File: src/common/uart_axi_pkg.sv
`default_nettype none

package uart_axi_pkg;

	// register window on the bus
	localparam logic [31:0] UART_BASE_ADDR = 32'h2000_0000;
	localparam logic [31:0] UART_ADDR_MASK = 32'h0000_000F; // offset bits inside the window

	// word offsets
	localparam logic [3:0] OFS_CTRL   = 4'h0; // read / write
	localparam logic [3:0] OFS_STATUS = 4'h4; // read only
	localparam logic [3:0] OFS_RDATA  = 4'h8; // read pops rx byte
	localparam logic [3:0] OFS_WDATA  = 4'hC; // write pushes tx byte

	// bytes per buffer, power of two
	localparam int DEFAULT_FIFO_DEPTH = 32;

	// control word as seen on the bus
	typedef struct packed {
		logic [15:0] baud_div;
		logic [13:0] reserved; // no function, reads back as written
		logic        rx_en;
		logic        tx_en;
	} ctrl_reg_t;

	// reset value 4'b1010, both buffers empty
	typedef struct packed {
		logic rx_empty;
		logic rx_full;
		logic tx_empty;
		logic tx_full;
	} uart_status_t;

	// one accepted bus access, slave to register file
	// a read and a write can share an edge, so each side has its own offset
	typedef struct packed {
		logic        wr;        // write in window
		logic        rd;        // read in window
		logic [3:0]  offset;    // write offset
		logic [3:0]  rd_offset; // read offset
		logic [31:0] wdata;
		logic [3:0]  strb;
	} reg_req_t;

endpackage

`default_nettype wire
File: src/hdl/uart_axi_top.sv
`timescale 1ns/1ns
`default_nettype none

module uart_axi_top import uart_axi_pkg::*; #(
	parameter int FIFO_DEPTH = DEFAULT_FIFO_DEPTH
) (
	input  logic        s_axi_aclk_i,
	input  logic        s_axi_aresetn_i,
	// write side
	input  logic [31:0] s_axi_awaddr_i,
	input  logic        s_axi_awvalid_i,
	output logic        s_axi_awready_o,
	input  logic [31:0] s_axi_wdata_i,
	input  logic [3:0]  s_axi_wstrb_i,
	input  logic        s_axi_wvalid_i,
	output logic        s_axi_wready_o,
	output logic        s_axi_bvalid_o,
	input  logic        s_axi_bready_i,
	// read side
	input  logic [31:0] s_axi_araddr_i,
	input  logic        s_axi_arvalid_i,
	output logic        s_axi_arready_o,
	output logic [31:0] s_axi_rdata_o,
	output logic        s_axi_rvalid_o,
	input  logic        s_axi_rready_i,
	// serializer
	input  logic        t_done_i,
	input  logic        r_done_i,
	input  logic [7:0]  rx_i,
	output logic        tx_en_o,
	output logic        rx_en_o,
	output logic [7:0]  tx_o,
	output logic [15:0] baud_div_o
);

	reg_req_t    req;
	logic [31:0] rd_word; // read word for the current request

	logic       tx_push;
	logic       tx_pop;
	logic [7:0] tx_din;
	logic [7:0] tx_head;
	logic       tx_full;
	logic       tx_empty;

	logic       rx_push;
	logic       rx_pop;
	logic [7:0] rx_din;
	logic [7:0] rx_head;
	logic       rx_full;
	logic       rx_empty;

	axi_lite_slave u_slave (
		.s_axi_aclk_i    (s_axi_aclk_i),
		.s_axi_aresetn_i (s_axi_aresetn_i),
		.s_axi_awaddr_i  (s_axi_awaddr_i),
		.s_axi_awvalid_i (s_axi_awvalid_i),
		.s_axi_awready_o (s_axi_awready_o),
		.s_axi_wdata_i   (s_axi_wdata_i),
		.s_axi_wstrb_i   (s_axi_wstrb_i),
		.s_axi_wvalid_i  (s_axi_wvalid_i),
		.s_axi_wready_o  (s_axi_wready_o),
		.s_axi_bvalid_o  (s_axi_bvalid_o),
		.s_axi_bready_i  (s_axi_bready_i),
		.s_axi_araddr_i  (s_axi_araddr_i),
		.s_axi_arvalid_i (s_axi_arvalid_i),
		.s_axi_arready_o (s_axi_arready_o),
		.s_axi_rdata_o   (s_axi_rdata_o),
		.s_axi_rvalid_o  (s_axi_rvalid_o),
		.s_axi_rready_i  (s_axi_rready_i),
		.req_o           (req),
		.rdata_i         (rd_word)
	);

	uart_regfile u_regfile (
		.s_axi_aclk_i    (s_axi_aclk_i),
		.s_axi_aresetn_i (s_axi_aresetn_i),
		.req_i           (req),
		.rdata_o         (rd_word),
		.t_done_i        (t_done_i),
		.r_done_i        (r_done_i),
		.rx_i            (rx_i),
		.tx_push_o       (tx_push),
		.tx_pop_o        (tx_pop),
		.tx_din_o        (tx_din),
		.tx_head_i       (tx_head),
		.tx_full_i       (tx_full),
		.tx_empty_i      (tx_empty),
		.rx_push_o       (rx_push),
		.rx_pop_o        (rx_pop),
		.rx_din_o        (rx_din),
		.rx_head_i       (rx_head),
		.rx_full_i       (rx_full),
		.rx_empty_i      (rx_empty),
		.tx_en_o         (tx_en_o),
		.rx_en_o         (rx_en_o),
		.tx_o            (tx_o),
		.baud_div_o      (baud_div_o)
	);

	byte_fifo #(.FIFO_DEPTH(FIFO_DEPTH)) tx_fifo ( // bus to serializer
		.s_axi_aclk_i    (s_axi_aclk_i),
		.s_axi_aresetn_i (s_axi_aresetn_i),
		.push_i          (tx_push),
		.din_i           (tx_din),
		.pop_i           (tx_pop),
		.head_o          (tx_head),
		.full_o          (tx_full),
		.empty_o         (tx_empty)
	);

	byte_fifo #(.FIFO_DEPTH(FIFO_DEPTH)) rx_fifo ( // serializer to bus
		.s_axi_aclk_i    (s_axi_aclk_i),
		.s_axi_aresetn_i (s_axi_aresetn_i),
		.push_i          (rx_push),
		.din_i           (rx_din),
		.pop_i           (rx_pop),
		.head_o          (rx_head),
		.full_o          (rx_full),
		.empty_o         (rx_empty)
	);

endmodule

`default_nettype wire

File: src/hdl/uart_regfile.sv
`timescale 1ns/1ns
`default_nettype none

module uart_regfile import uart_axi_pkg::*; (
	input  logic        s_axi_aclk_i,
	input  logic        s_axi_aresetn_i,
	input  reg_req_t    req_i,
	output logic [31:0] rdata_o,     // for req_i.rd_offset
	input  logic        t_done_i,
	// receive path
	input  logic        r_done_i,
	input  logic [7:0]  rx_i,
	// transmit buffer
	output logic        tx_push_o,
	output logic        tx_pop_o,
	output logic [7:0]  tx_din_o,
	input  logic [7:0]  tx_head_i,
	input  logic        tx_full_i,
	input  logic        tx_empty_i,
	// receive buffer
	output logic        rx_push_o,
	output logic        rx_pop_o,
	output logic [7:0]  rx_din_o,
	input  logic [7:0]  rx_head_i,
	input  logic        rx_full_i,
	input  logic        rx_empty_i,
	// serializer
	output logic        tx_en_o,
	output logic        rx_en_o,
	output logic [7:0]  tx_o,
	output logic [15:0] baud_div_o
);

	ctrl_reg_t    ctrl_q;
	uart_status_t status;
	logic         ctrl_wr;
	logic         wdata_wr;
	logic         rdata_rd;

	assign ctrl_wr  = req_i.wr && (req_i.offset == OFS_CTRL);
	assign wdata_wr = req_i.wr && (req_i.offset == OFS_WDATA);
	assign rdata_rd = req_i.rd && (req_i.rd_offset == OFS_RDATA);

	// byte lanes follow the strobes
	always_ff @(posedge s_axi_aclk_i) begin
		if (!s_axi_aresetn_i) begin
			ctrl_q <= '0;
		end else if (ctrl_wr) begin
			for (int i = 0; i < 4; i++) begin
				if (req_i.strb[i]) begin
					ctrl_q[8*i +: 8] <= req_i.wdata[8*i +: 8];
				end
			end
		end
	end

	// flags come straight from the buffers
	assign status.rx_empty = rx_empty_i;
	assign status.rx_full  = rx_full_i;
	assign status.tx_empty = tx_empty_i;
	assign status.tx_full  = tx_full_i;

	always_comb begin
		case (req_i.rd_offset)
			OFS_CTRL: begin
				rdata_o = ctrl_q;
			end
			OFS_STATUS: begin
				rdata_o = {28'd0, status};
			end
			OFS_RDATA: begin
				rdata_o = rx_empty_i ? 32'd0 : {24'd0, rx_head_i}; // empty reads as zero
			end
			default: begin
				rdata_o = 32'd0; // wdata and unused offsets
			end
		endcase
	end

	// bus side of the buffers
	assign tx_push_o = wdata_wr & ~tx_full_i; // dropped when full
	assign tx_din_o  = req_i.wdata[7:0];
	assign rx_pop_o  = rdata_rd & ~rx_empty_i;

	// serializer side
	assign tx_en_o    = ctrl_q.tx_en & ~tx_empty_i;
	assign tx_pop_o   = t_done_i & tx_en_o; // one byte per done pulse
	assign rx_en_o    = ctrl_q.rx_en & ~rx_full_i;
	assign rx_push_o  = r_done_i & rx_en_o;
	assign rx_din_o   = rx_i;
	assign tx_o       = tx_head_i; // head shown without a copy
	assign baud_div_o = ctrl_q.baud_div;

endmodule

`default_nettype wire

File: src/axi_lite/axi_lite_slave.sv
`timescale 1ns/1ns
`default_nettype none

module axi_lite_slave import uart_axi_pkg::*; (
	input  logic        s_axi_aclk_i,
	input  logic        s_axi_aresetn_i,
	// write address, data and response
	input  logic [31:0] s_axi_awaddr_i,
	input  logic        s_axi_awvalid_i,
	output logic        s_axi_awready_o,
	input  logic [31:0] s_axi_wdata_i,
	input  logic [3:0]  s_axi_wstrb_i,
	input  logic        s_axi_wvalid_i,
	output logic        s_axi_wready_o,
	output logic        s_axi_bvalid_o,
	input  logic        s_axi_bready_i,
	// read address and data
	input  logic [31:0] s_axi_araddr_i,
	input  logic        s_axi_arvalid_i,
	output logic        s_axi_arready_o,
	output logic [31:0] s_axi_rdata_o,
	output logic        s_axi_rvalid_o,
	input  logic        s_axi_rready_i,
	// register file
	output reg_req_t    req_o,
	input  logic [31:0] rdata_i
);

	logic        bus_live; // set one cycle after reset release
	logic        b_pend;   // write response outstanding
	logic        r_pend;   // read response outstanding
	logic [31:0] rdata_q;
	logic        aw_hit;
	logic        ar_hit;
	logic        wr_acc;
	logic        rd_acc;

	// readys drop while a response waits for its ready
	assign s_axi_awready_o = bus_live & ~b_pend;
	assign s_axi_wready_o  = bus_live & ~b_pend;
	assign s_axi_arready_o = bus_live & ~r_pend;

	// address and data must come together
	assign wr_acc = s_axi_awvalid_i & s_axi_wvalid_i & s_axi_awready_o;
	assign rd_acc = s_axi_arvalid_i & s_axi_arready_o;

	// window check on the upper address bits
	assign aw_hit = ((s_axi_awaddr_i & ~UART_ADDR_MASK) == UART_BASE_ADDR);
	assign ar_hit = ((s_axi_araddr_i & ~UART_ADDR_MASK) == UART_BASE_ADDR);

	always_comb begin
		req_o.wr        = wr_acc & aw_hit; // outside the window: response only
		req_o.rd        = rd_acc & ar_hit;
		req_o.offset    = s_axi_awaddr_i[3:0];
		req_o.rd_offset = s_axi_araddr_i[3:0];
		req_o.wdata     = s_axi_wdata_i;
		req_o.strb      = s_axi_wstrb_i;
	end

	always_ff @(posedge s_axi_aclk_i) begin
		if (!s_axi_aresetn_i) begin
			bus_live <= 1'b0;
			b_pend   <= 1'b0;
			r_pend   <= 1'b0;
		end else begin
			bus_live <= 1'b1;
			if (wr_acc) begin
				b_pend <= 1'b1;
			end else if (s_axi_bready_i) begin
				b_pend <= 1'b0; // response taken
			end
			if (rd_acc) begin
				r_pend <= 1'b1;
			end else if (s_axi_rready_i) begin
				r_pend <= 1'b0;
			end
		end
	end

	// read word captured at acceptance, held until rready
	always_ff @(posedge s_axi_aclk_i) begin
		if (rd_acc) begin
			rdata_q <= ar_hit ? rdata_i : 32'd0;
		end
	end

	assign s_axi_bvalid_o = b_pend;
	assign s_axi_rvalid_o = r_pend;
	assign s_axi_rdata_o  = rdata_q;

endmodule

`default_nettype wire

File: src/hdl/byte_fifo.sv
`timescale 1ns/1ns
`default_nettype none

module byte_fifo import uart_axi_pkg::*; #(
	parameter int FIFO_DEPTH = DEFAULT_FIFO_DEPTH // power of two, at least 2
) (
	input  logic       s_axi_aclk_i,
	input  logic       s_axi_aresetn_i,
	input  logic       push_i,
	input  logic [7:0] din_i,
	input  logic       pop_i,
	output logic [7:0] head_o,
	output logic       full_o,
	output logic       empty_o
);

	localparam int AW = $clog2(FIFO_DEPTH);

	logic [7:0]  mem [FIFO_DEPTH];
	logic [AW:0] wr_ptr; // extra msb tells full from empty
	logic [AW:0] rd_ptr;
	logic        push_ok;
	logic        pop_ok;

	assign empty_o = (wr_ptr == rd_ptr);
	assign full_o  = (wr_ptr == {~rd_ptr[AW], rd_ptr[AW-1:0]}); // one lap ahead
	assign push_ok = push_i & ~full_o;
	assign pop_ok  = pop_i & ~empty_o;
	assign head_o  = mem[rd_ptr[AW-1:0]]; // fall-through

	always_ff @(posedge s_axi_aclk_i) begin
		if (push_ok) begin
			mem[wr_ptr[AW-1:0]] <= din_i;
		end
	end

	// push and pop in one cycle are both taken
	always_ff @(posedge s_axi_aclk_i) begin
		if (!s_axi_aresetn_i) begin
			wr_ptr <= '0;
			rd_ptr <= '0;
		end else begin
			if (push_ok) begin
				wr_ptr <= wr_ptr + (AW+1)'(1);
			end
			if (pop_ok) begin
				rd_ptr <= rd_ptr + (AW+1)'(1);
			end
		end
	end

endmodule

`default_nettype wire

File: config.mk
export PLATFORM = sky130hd
export DESIGN_NAME = uart_axi_top
export DESIGN_NICKNAME = d
export VERILOG_FILES = /design/src/common/uart_axi_pkg.sv /design/src/hdl/uart_axi_top.sv /design/src/hdl/uart_regfile.sv /design/src/axi_lite/axi_lite_slave.sv /design/src/hdl/byte_fifo.sv
export SDC_FILE = /design/constraint.sdc
export NUM_CORES = 1
export LEC_CHECK = 0
export BUFFER_PORTS_ARGS = -buffer_cell sky130_fd_sc_hd__buf_2
export CAP_MARGIN = 20
export CORE_MARGIN = 3
export CORE_UTILIZATION = 45
export CTS_CLUSTER_SIZE = 12
export DETAILED_ROUTE_END_ITERATION = 16
export PLACE_DENSITY = 0.63
export SLEW_MARGIN = 20
export SYNTH_ARGS = -nofsm -noshare
export SYNTH_HDL_FRONTEND = slang
export SYNTH_SLANG_ARGS = --single-unit
File: constraint.sdc
create_clock -name s_axi_aclk_i -period 6.3 [get_ports s_axi_aclk_i]
set_clock_uncertainty 0.15 [all_clocks]
set_input_delay 1.26 -clock s_axi_aclk_i [delete_from_list [all_inputs] [get_ports s_axi_aclk_i]]
set_output_delay 1.26 -clock s_axi_aclk_i [all_outputs]
set_load 0.1 [all_outputs]
==> results of run 1 <==
cells in the mapped netlist (4+ instances only):
library cell	count	share of area
mux4_2	132	0.12
xor2_1	13	0.0047
a31oi_1	8	0.0021
buf_4	20	0.0062
buf_2	21	0.0043
nand2_1	60	0.0092
edfxtp_1	544	0.67
nor2b_1	6	0.0015
or3b_2	4	0.0014
nand3_1	48	0.0099
xnor2_1	8	0.0029
o22ai_1	9	0.0023
clkbuf_1	27	0.0042
mux2i_1	27	0.011
o211ai_1	5	0.0015
or3_1	8	0.0021
nand4_1	7	0.0018
a21oi_1	16	0.0033
a22o_1	4	0.0014
buf_6	4	0.0018
ha_1	10	0.0051
mux2_2	18	0.0083
and2_1	26	0.0067
nor4_1	15	0.0039
or4_1	4	0.0012
inv_1	10	0.0015
buf_1	11	0.0017
a221oi_1	4	0.0014
nand2_2	7	0.0018
nand2b_1	4	0.0010
nand3b_1	6	0.0018
dfxtp_1	69	0.057
o21ai_0	12	0.0025
nor2_1	102	0.016
nor3_1	7	0.0014
o21ai_2	32	0.012
a22oi_1	5	0.0015
how the worst max path moves through the flow:
| stage | start | end |
|---|---|---|
| floorplan | u_slave.s_axi_rvalid_o | rx_fifo.rd_ptr[5] |
| global placement | s_axi_awaddr_i[28] | tx_fifo.mem[18][4] |
| detailed placement | register | tx_o[5] |
| CTS | register | tx_o[5] |
| global route | register | tx_o[5] |
| finish | register | tx_o[5] |
logic make-up after synthesis:
kind of cell    Yosys count
simple gates            315
flops                   613
mux                     177
compound gates          114
xor+xnor                 21
buf+inv                  94
fa+ha+maj                10
sequential cells by signal (all words and copies together) (netlist names), named ones only:
name / cells
rx_fifo.mem: 256
tx_fifo.mem: 256
u_slave.s_axi_rdata_o: 32
u_regfile.baud_div_o: 16
u_regfile.ctrl_q: 16
rx_fifo.rd_ptr: 6
rx_fifo.wr_ptr: 6
tx_fifo.rd_ptr: 6
tx_fifo.wr_ptr: 6
u_slave.bus_live: 1
u_slave.s_axi_bvalid_o: 1
u_slave.s_axi_rvalid_o: 1
power breakdown:
group	total [mW]	switching [mW]	internal [mW]
sequential	4.43	0.00375	4.43
clock	3.62	1.49	2.13
combinational	0.222	0.183	0.0392
layer usage:
layer / vias up / wire length [microns] / GRT usage
met3: 87 / 3085 / 0.03865
met1: 6524 / 24030 / 0.2811
met5: - / 0 / 0
met4: 0 / 1058 / 0.04691
li1: 5702 / - / -
met2: 390 / 27460 / 0.3148
tightest hold or removal path, cell delays in order (launching register included):
cell,delay [ns]
dfxtp_1,0.30
nand3_1,0.07
o21ai_2,0.05
cell type report:
class | instances | area, sq um | share of cell area
clock buffer | 99 | 1952 | 0.07027
tap | 688 | 860.8 | 0.03099
multi-input combinational | 637 | 6161 | 0.2218
clock inverter | 12 | 63.81 | 0.002297
timing repair buffer | 189 | 970.9 | 0.03495
sequential | 613 | 17730 | 0.6382
inverter | 11 | 41.29 | 0.001486
==> summary.md, run 1 <==
| Metric | Value |
|---|---|
| Post-DP HPWL | `35,580 microns` |
| Clock Path Buffers | `3` |
| Vias in the first global route | `12.89k` |
| Placed instance area | `0.02576 sq mm` |
| Placement Setup Slack | `1.850 ns` |
| Leak | `8.903 nW` |
| Status | `finished, final reports clean` |
| Worst endpoint required time | `4.89 ns` |
| IO Port Bufs | `179` |
| Global Route Usage Sum | `0.1964` |
| Final worst slack | `1.328 ns` |
| Synthesized area | `0.02436 sq mm` |
| Worst Path Buf+Inv | `2` |
| Largest net degree at the start of global routing | `76` |
| Syn_nets | `1,471` |
| Worst-margin pin slew | `1.080 ns` |
| Starting density of the core | `0.4590` |
| Final WL | `55,630 microns` |
| Nets | `1,645` |
| Cts repair resizes | `0` |
| Top-level I/O count | `180` |
| Max incr delay on CP | `0.84 ns` |
| Minimum clock period | `4.972 ns` |
| CP Cell Sequence | `buf_4 -> mux4_2 -> mux4_2 -> mux2_2 -> buf_2` |
| Area grow syn2layout | `14.02%` |
| Post-Synth Adder-Cell Area | `0.005136` |
| Drt via density | `5.648` |
| Mapped Avg Cell Area | `18.13 sq um` |
| CP arrival | `3.56 ns` |
| TritonRoute pass-1 iters | `5` |
| CTS tree | `done` |
| RSZ-0062 raised after global routing | `false` |
| CP top delay family | `multiplexers` |
| Slowest stage cell, crit path | `dfxtp_4` |
| Setup TNS | `0 ns` |
| CP dominant cell by count | `mux4_2` |
| Worst VDD drop | `0.0002815 V` |
| Crit Reg-Reg Startpoint | `rx_fifo.wr_ptr[2]` |
| Finished Core Util | `0.5234` |
| Pins Over Slew Limit | `0` |
| Crit path kind | `register to output pin` |
| Synth Area in Compound Gates | `0.03441` |
| Largest family of logic cells by synthesized area | `multiplexers` |
| Latest clock arrival within the worst-skew pair | `0.60 ns` |
| Clk sinks | `613` |
| Final RePlAce weighted congestion | `0.8406` |
| PD cells | `297.8 mW/mm^2` |
| R2r endpoint | `rx_fifo.mem[31][7]` |
| CTS Buf Count | `66` |
| Cts hold-fix bufs | `0` |
| FMAX | `0.2011 GHz` |
| Total congestion overflow | `0` |
| Worst reg2reg setup slack | `3.04 ns` |
| Num rows | `84` |
| Post-route insts no fill | `2,249` |
| First-pass GRT wire length | `82,900 microns` |
| Stages on worst setup path | `5` |
| Yosys cell types | `60` |
| Top_reg_cell synth | `edfxtp_1` |
| XOR/XNOR share of the synthesized area | `0.007550` |
| Ys async rst share | `0` |
| Die span in x | `238.7 microns` |
| CP Max Fanout | `39` |
| DIE AREA | `0.05697 sq mm` |
| Hold crit path type | `register to register` |
| Clock transition at the registers of the reported paths | `0.06 ns` |
| Commonest non-fill, non-tap cell in the layout | `edfxtp_1` |
| Die Y-Extent | `238.7 microns` |
| H-tree depth | `3` |
| Antenna-violating nets left | `0` |
| Startpoint types | `register` |
| Number of enable flip-flop cells after synthesis | `544` |
| Final Hold Viols | `0` |
| Hold_sp | `u_regfile.ctrl_q[8]` |
| Vias post-DR | `12.70k` |
| Layout Cell Area excl Fill | `0.02778 sq mm` |
| DRC Markers | `0` |
| Post-synthesis sequential area ratio | `0.7272` |
| Per-cell routed wire length | `24.74 microns` |
| Max Cap Viol | `0` |
| Post-Syn Instances | `1,344` |
| Area of the core | `0.05308 sq mm` |
| # diodes | `0` |
| Worst Hold Endpoint | `u_regfile.ctrl_q[8]` |
| Hold depth | `2` |
| # fillers | `4,197` |
| Hold WS | `0.3156 ns` |
| Layout cells sized above 1 | `0.3062` |
| YS warnings | `0` |
| Antenna violations before repair | `1` |
| FF-to-FF path depth | `5` |
| Final worst-path cycle share | `0.7892` |
| Commonest non-fill, non-tap cells in the layout | `edfxtp_1, buf_2, mux4_2` |
| First DRT Iteration DRCs | `1,027` |
| Post-synthesis simple-gate area fraction | `0.06435` |
| Max_slew headroom | `0.2710` |
| Setup bufs post-CTS | `0` |
| Post-synthesis mux area share | `0.1414` |
| Inst Count DP | `2,138` |
| Final setup viols | `0` |
| Worst setup EP type | `output pin` |
| CTS root buf | `clkbuf_16` |
| Overall Power | `8.272 mW` |
| Yosys reg bits | `613` |
Note: power is estimated with default switching activity, not from simulation.
==> run 2: changes to the inputs <==
--- a/config.mk
+++ b/config.mk
@@ -11,7 +11,7 @@
 export CORE_UTILIZATION = 45
 export CTS_CLUSTER_SIZE = 12
 export DETAILED_ROUTE_END_ITERATION = 16
-export PLACE_DENSITY = 0.63
+export PLACE_DENSITY = 0.66
 export SLEW_MARGIN = 20
 export SYNTH_ARGS = -nofsm -noshare
 export SYNTH_HDL_FRONTEND = slang
==> constraint.sdc (replaced) <==
create_clock -name s_axi_aclk_i -period 4.35 [get_ports s_axi_aclk_i]
set_clock_uncertainty 0.15 [all_clocks]
set_input_delay 0.87 -clock s_axi_aclk_i [delete_from_list [all_inputs] [get_ports s_axi_aclk_i]]
set_output_delay 0.87 -clock s_axi_aclk_i [all_outputs]
set_load 0.1 [all_outputs]
==> run 2 against run 1 <==
Flip-flop and latch count did not move; sequential share of layout area fell by 0.27 points; die area did not move; sequential power rose by 45%; hold slack got worse by 0.0033 ns; global-route usage fell by 0.83 points; via count rose by 1.4%; cell count rose by 1.3%; register-to-register slack got worse by 2.1 ns; highest routed layer unchanged.
==> summary.md, run 2 (synthesized netlist as in run 1, its figures left out) <==
| Metric | Value |
|---|---|
| Status | `finished, final reports clean` |
| IO Port Bufs | `179` |
| Commonest non-fill, non-tap cells in the layout | `edfxtp_1, buf_2, mux4_2` |
| Worst VDD drop | `0.0003987 V` |
| CTS Buf Count | `61` |
| # diodes | `0` |
| CP arrival | `3.18 ns` |
| Largest net degree at the start of global routing | `75` |
| Commonest non-fill, non-tap cell in the layout | `edfxtp_1` |
| CP Max Fanout | `64` |
| Global Route Usage Sum | `0.1881` |
| Antenna violations before repair | `0` |
| Cts repair resizes | `0` |
| Pins Over Slew Limit | `0` |
| H-tree depth | `2` |
| Final setup viols | `0` |
| Hold crit path type | `register to register` |
| Worst setup EP type | `output pin` |
| Final Hold Viols | `0` |
| Setup TNS | `0 ns` |
| Inst Count DP | `2,169` |
| Drt via density | `5.651` |
| Clock Path Buffers | `3` |
| Final WL | `54,090 microns` |
| Worst endpoint required time | `3.33 ns` |
| Latest clock arrival within the worst-skew pair | `0.61 ns` |
| CTS tree | `done` |
| Vias post-DR | `12.88k` |
| First DRT Iteration DRCs | `1,337` |
| Max Cap Viol | `0` |
| Final worst-path cycle share | `0.9647` |
| Antenna-violating nets left | `0` |
| RSZ-0062 raised after global routing | `false` |
| # fillers | `4,180` |
| TritonRoute pass-1 iters | `5` |
| Worst-margin pin slew | `0.9824 ns` |
| Startpoint types | `register` |
| Max_slew headroom | `0.3426` |
| Nets | `1,671` |
| Vias in the first global route | `12.68k` |
| Starting density of the core | `0.4590` |
| FF-to-FF path depth | `6` |
| Die span in x | `238.7 microns` |
| PD cells | `418.5 mW/mm^2` |
| Num rows | `84` |
| Leak | `9.009 nW` |
| First-pass GRT wire length | `80,700 microns` |
| Post-route insts no fill | `2,279` |
| Die Y-Extent | `238.7 microns` |
| Final RePlAce weighted congestion | `0.8741` |
| Top-level I/O count | `180` |
| Clock transition at the registers of the reported paths | `0.06 ns` |
| Area of the core | `0.05308 sq mm` |
| Area grow syn2layout | `14.50%` |
| Layout cells sized above 1 | `0.3162` |
| Per-cell routed wire length | `23.73 microns` |
| CTS root buf | `clkbuf_16` |
| FMAX | `0.2383 GHz` |
| DRC Markers | `0` |
| Setup bufs post-CTS | `0` |
| Total congestion overflow | `0` |
| Crit path kind | `register to output pin` |
| Hold depth | `2` |
| Post-DP HPWL | `34,690 microns` |
| Cts hold-fix bufs | `0` |
| Minimum clock period | `4.196 ns` |
| Clk sinks | `613` |
| DIE AREA | `0.05697 sq mm` |
==> run 2: stage by stage <==
step	setup slack (ns)	total power [mW]	area (sq um)	hold slack, ns	util
final	0.1537	11.67	27890	0.3123	0.5256
after global routing	0.03578	12.03	27890	0.3286	0.5256
after CTS	0.1035	11.77	27890	0.3133	0.5256
after detailed placement	0.3709	6.861	26020	0.3050	0.4902
after global placement	0.4472	6.855	26020	0.3010	0.4902
after floorplan	0.1014	6.697	24360	0.2957	-
==> run 2: path summary, 6_finish.rpt <==
kind	startpoint	endpoint	slack (ns)
setup / recovery	register	tx_o[1]	0.15
hold / removal	u_regfile.ctrl_q[8]	u_regfile.ctrl_q[8]	0.31
setup reg to reg	u_slave.s_axi_bvalid_o	tx_fifo.mem[28][2]	0.98
hold reg to reg	u_regfile.ctrl_q[8]	u_regfile.ctrl_q[8]	0.31
==> run 2: report_power, final <==
group          total [mW]  leakage, nW  switching [mW]  internal (mW)
combinational       0.319         2.65           0.262         0.0567
sequential           6.42         5.44         0.00442           6.41
clock                4.94        0.914            2.09           2.85
total                11.7         9.01            2.35           9.32
==> run 2: worst max-delay path, stage by stage (launching register included) <==
cell and delay (ns):
dfxtp_4 0.35, buf_12 0.38, mux4_2 0.61, mux4_2 0.52
mux2_2 0.31, buf_2 0.30
==> run 2: cell type report <==
class,count,area (sq um),share of cell area
Clock buffer,100,1795,0.06437
Clock inverter,10,80.08,0.002871
Inverter,11,41.29,0.001480
Multi-Input combinational cell,637,6161,0.2209
Sequential cell,613,17730,0.6355
Tap cell,688,860.8,0.03086
Timing Repair Buffer,220,1229,0.04405
==> run 2: per-layer routing <==
| layer | GRT usage | wire [microns] |
|---|---|---|
| met1 | 0.2708 | 23330 |
| met2 | 0.3045 | 26820 |
| met3 | 0.02446 | 2699 |
| met4 | 0.05516 | 1235 |
| met5 | 0 | 0 |
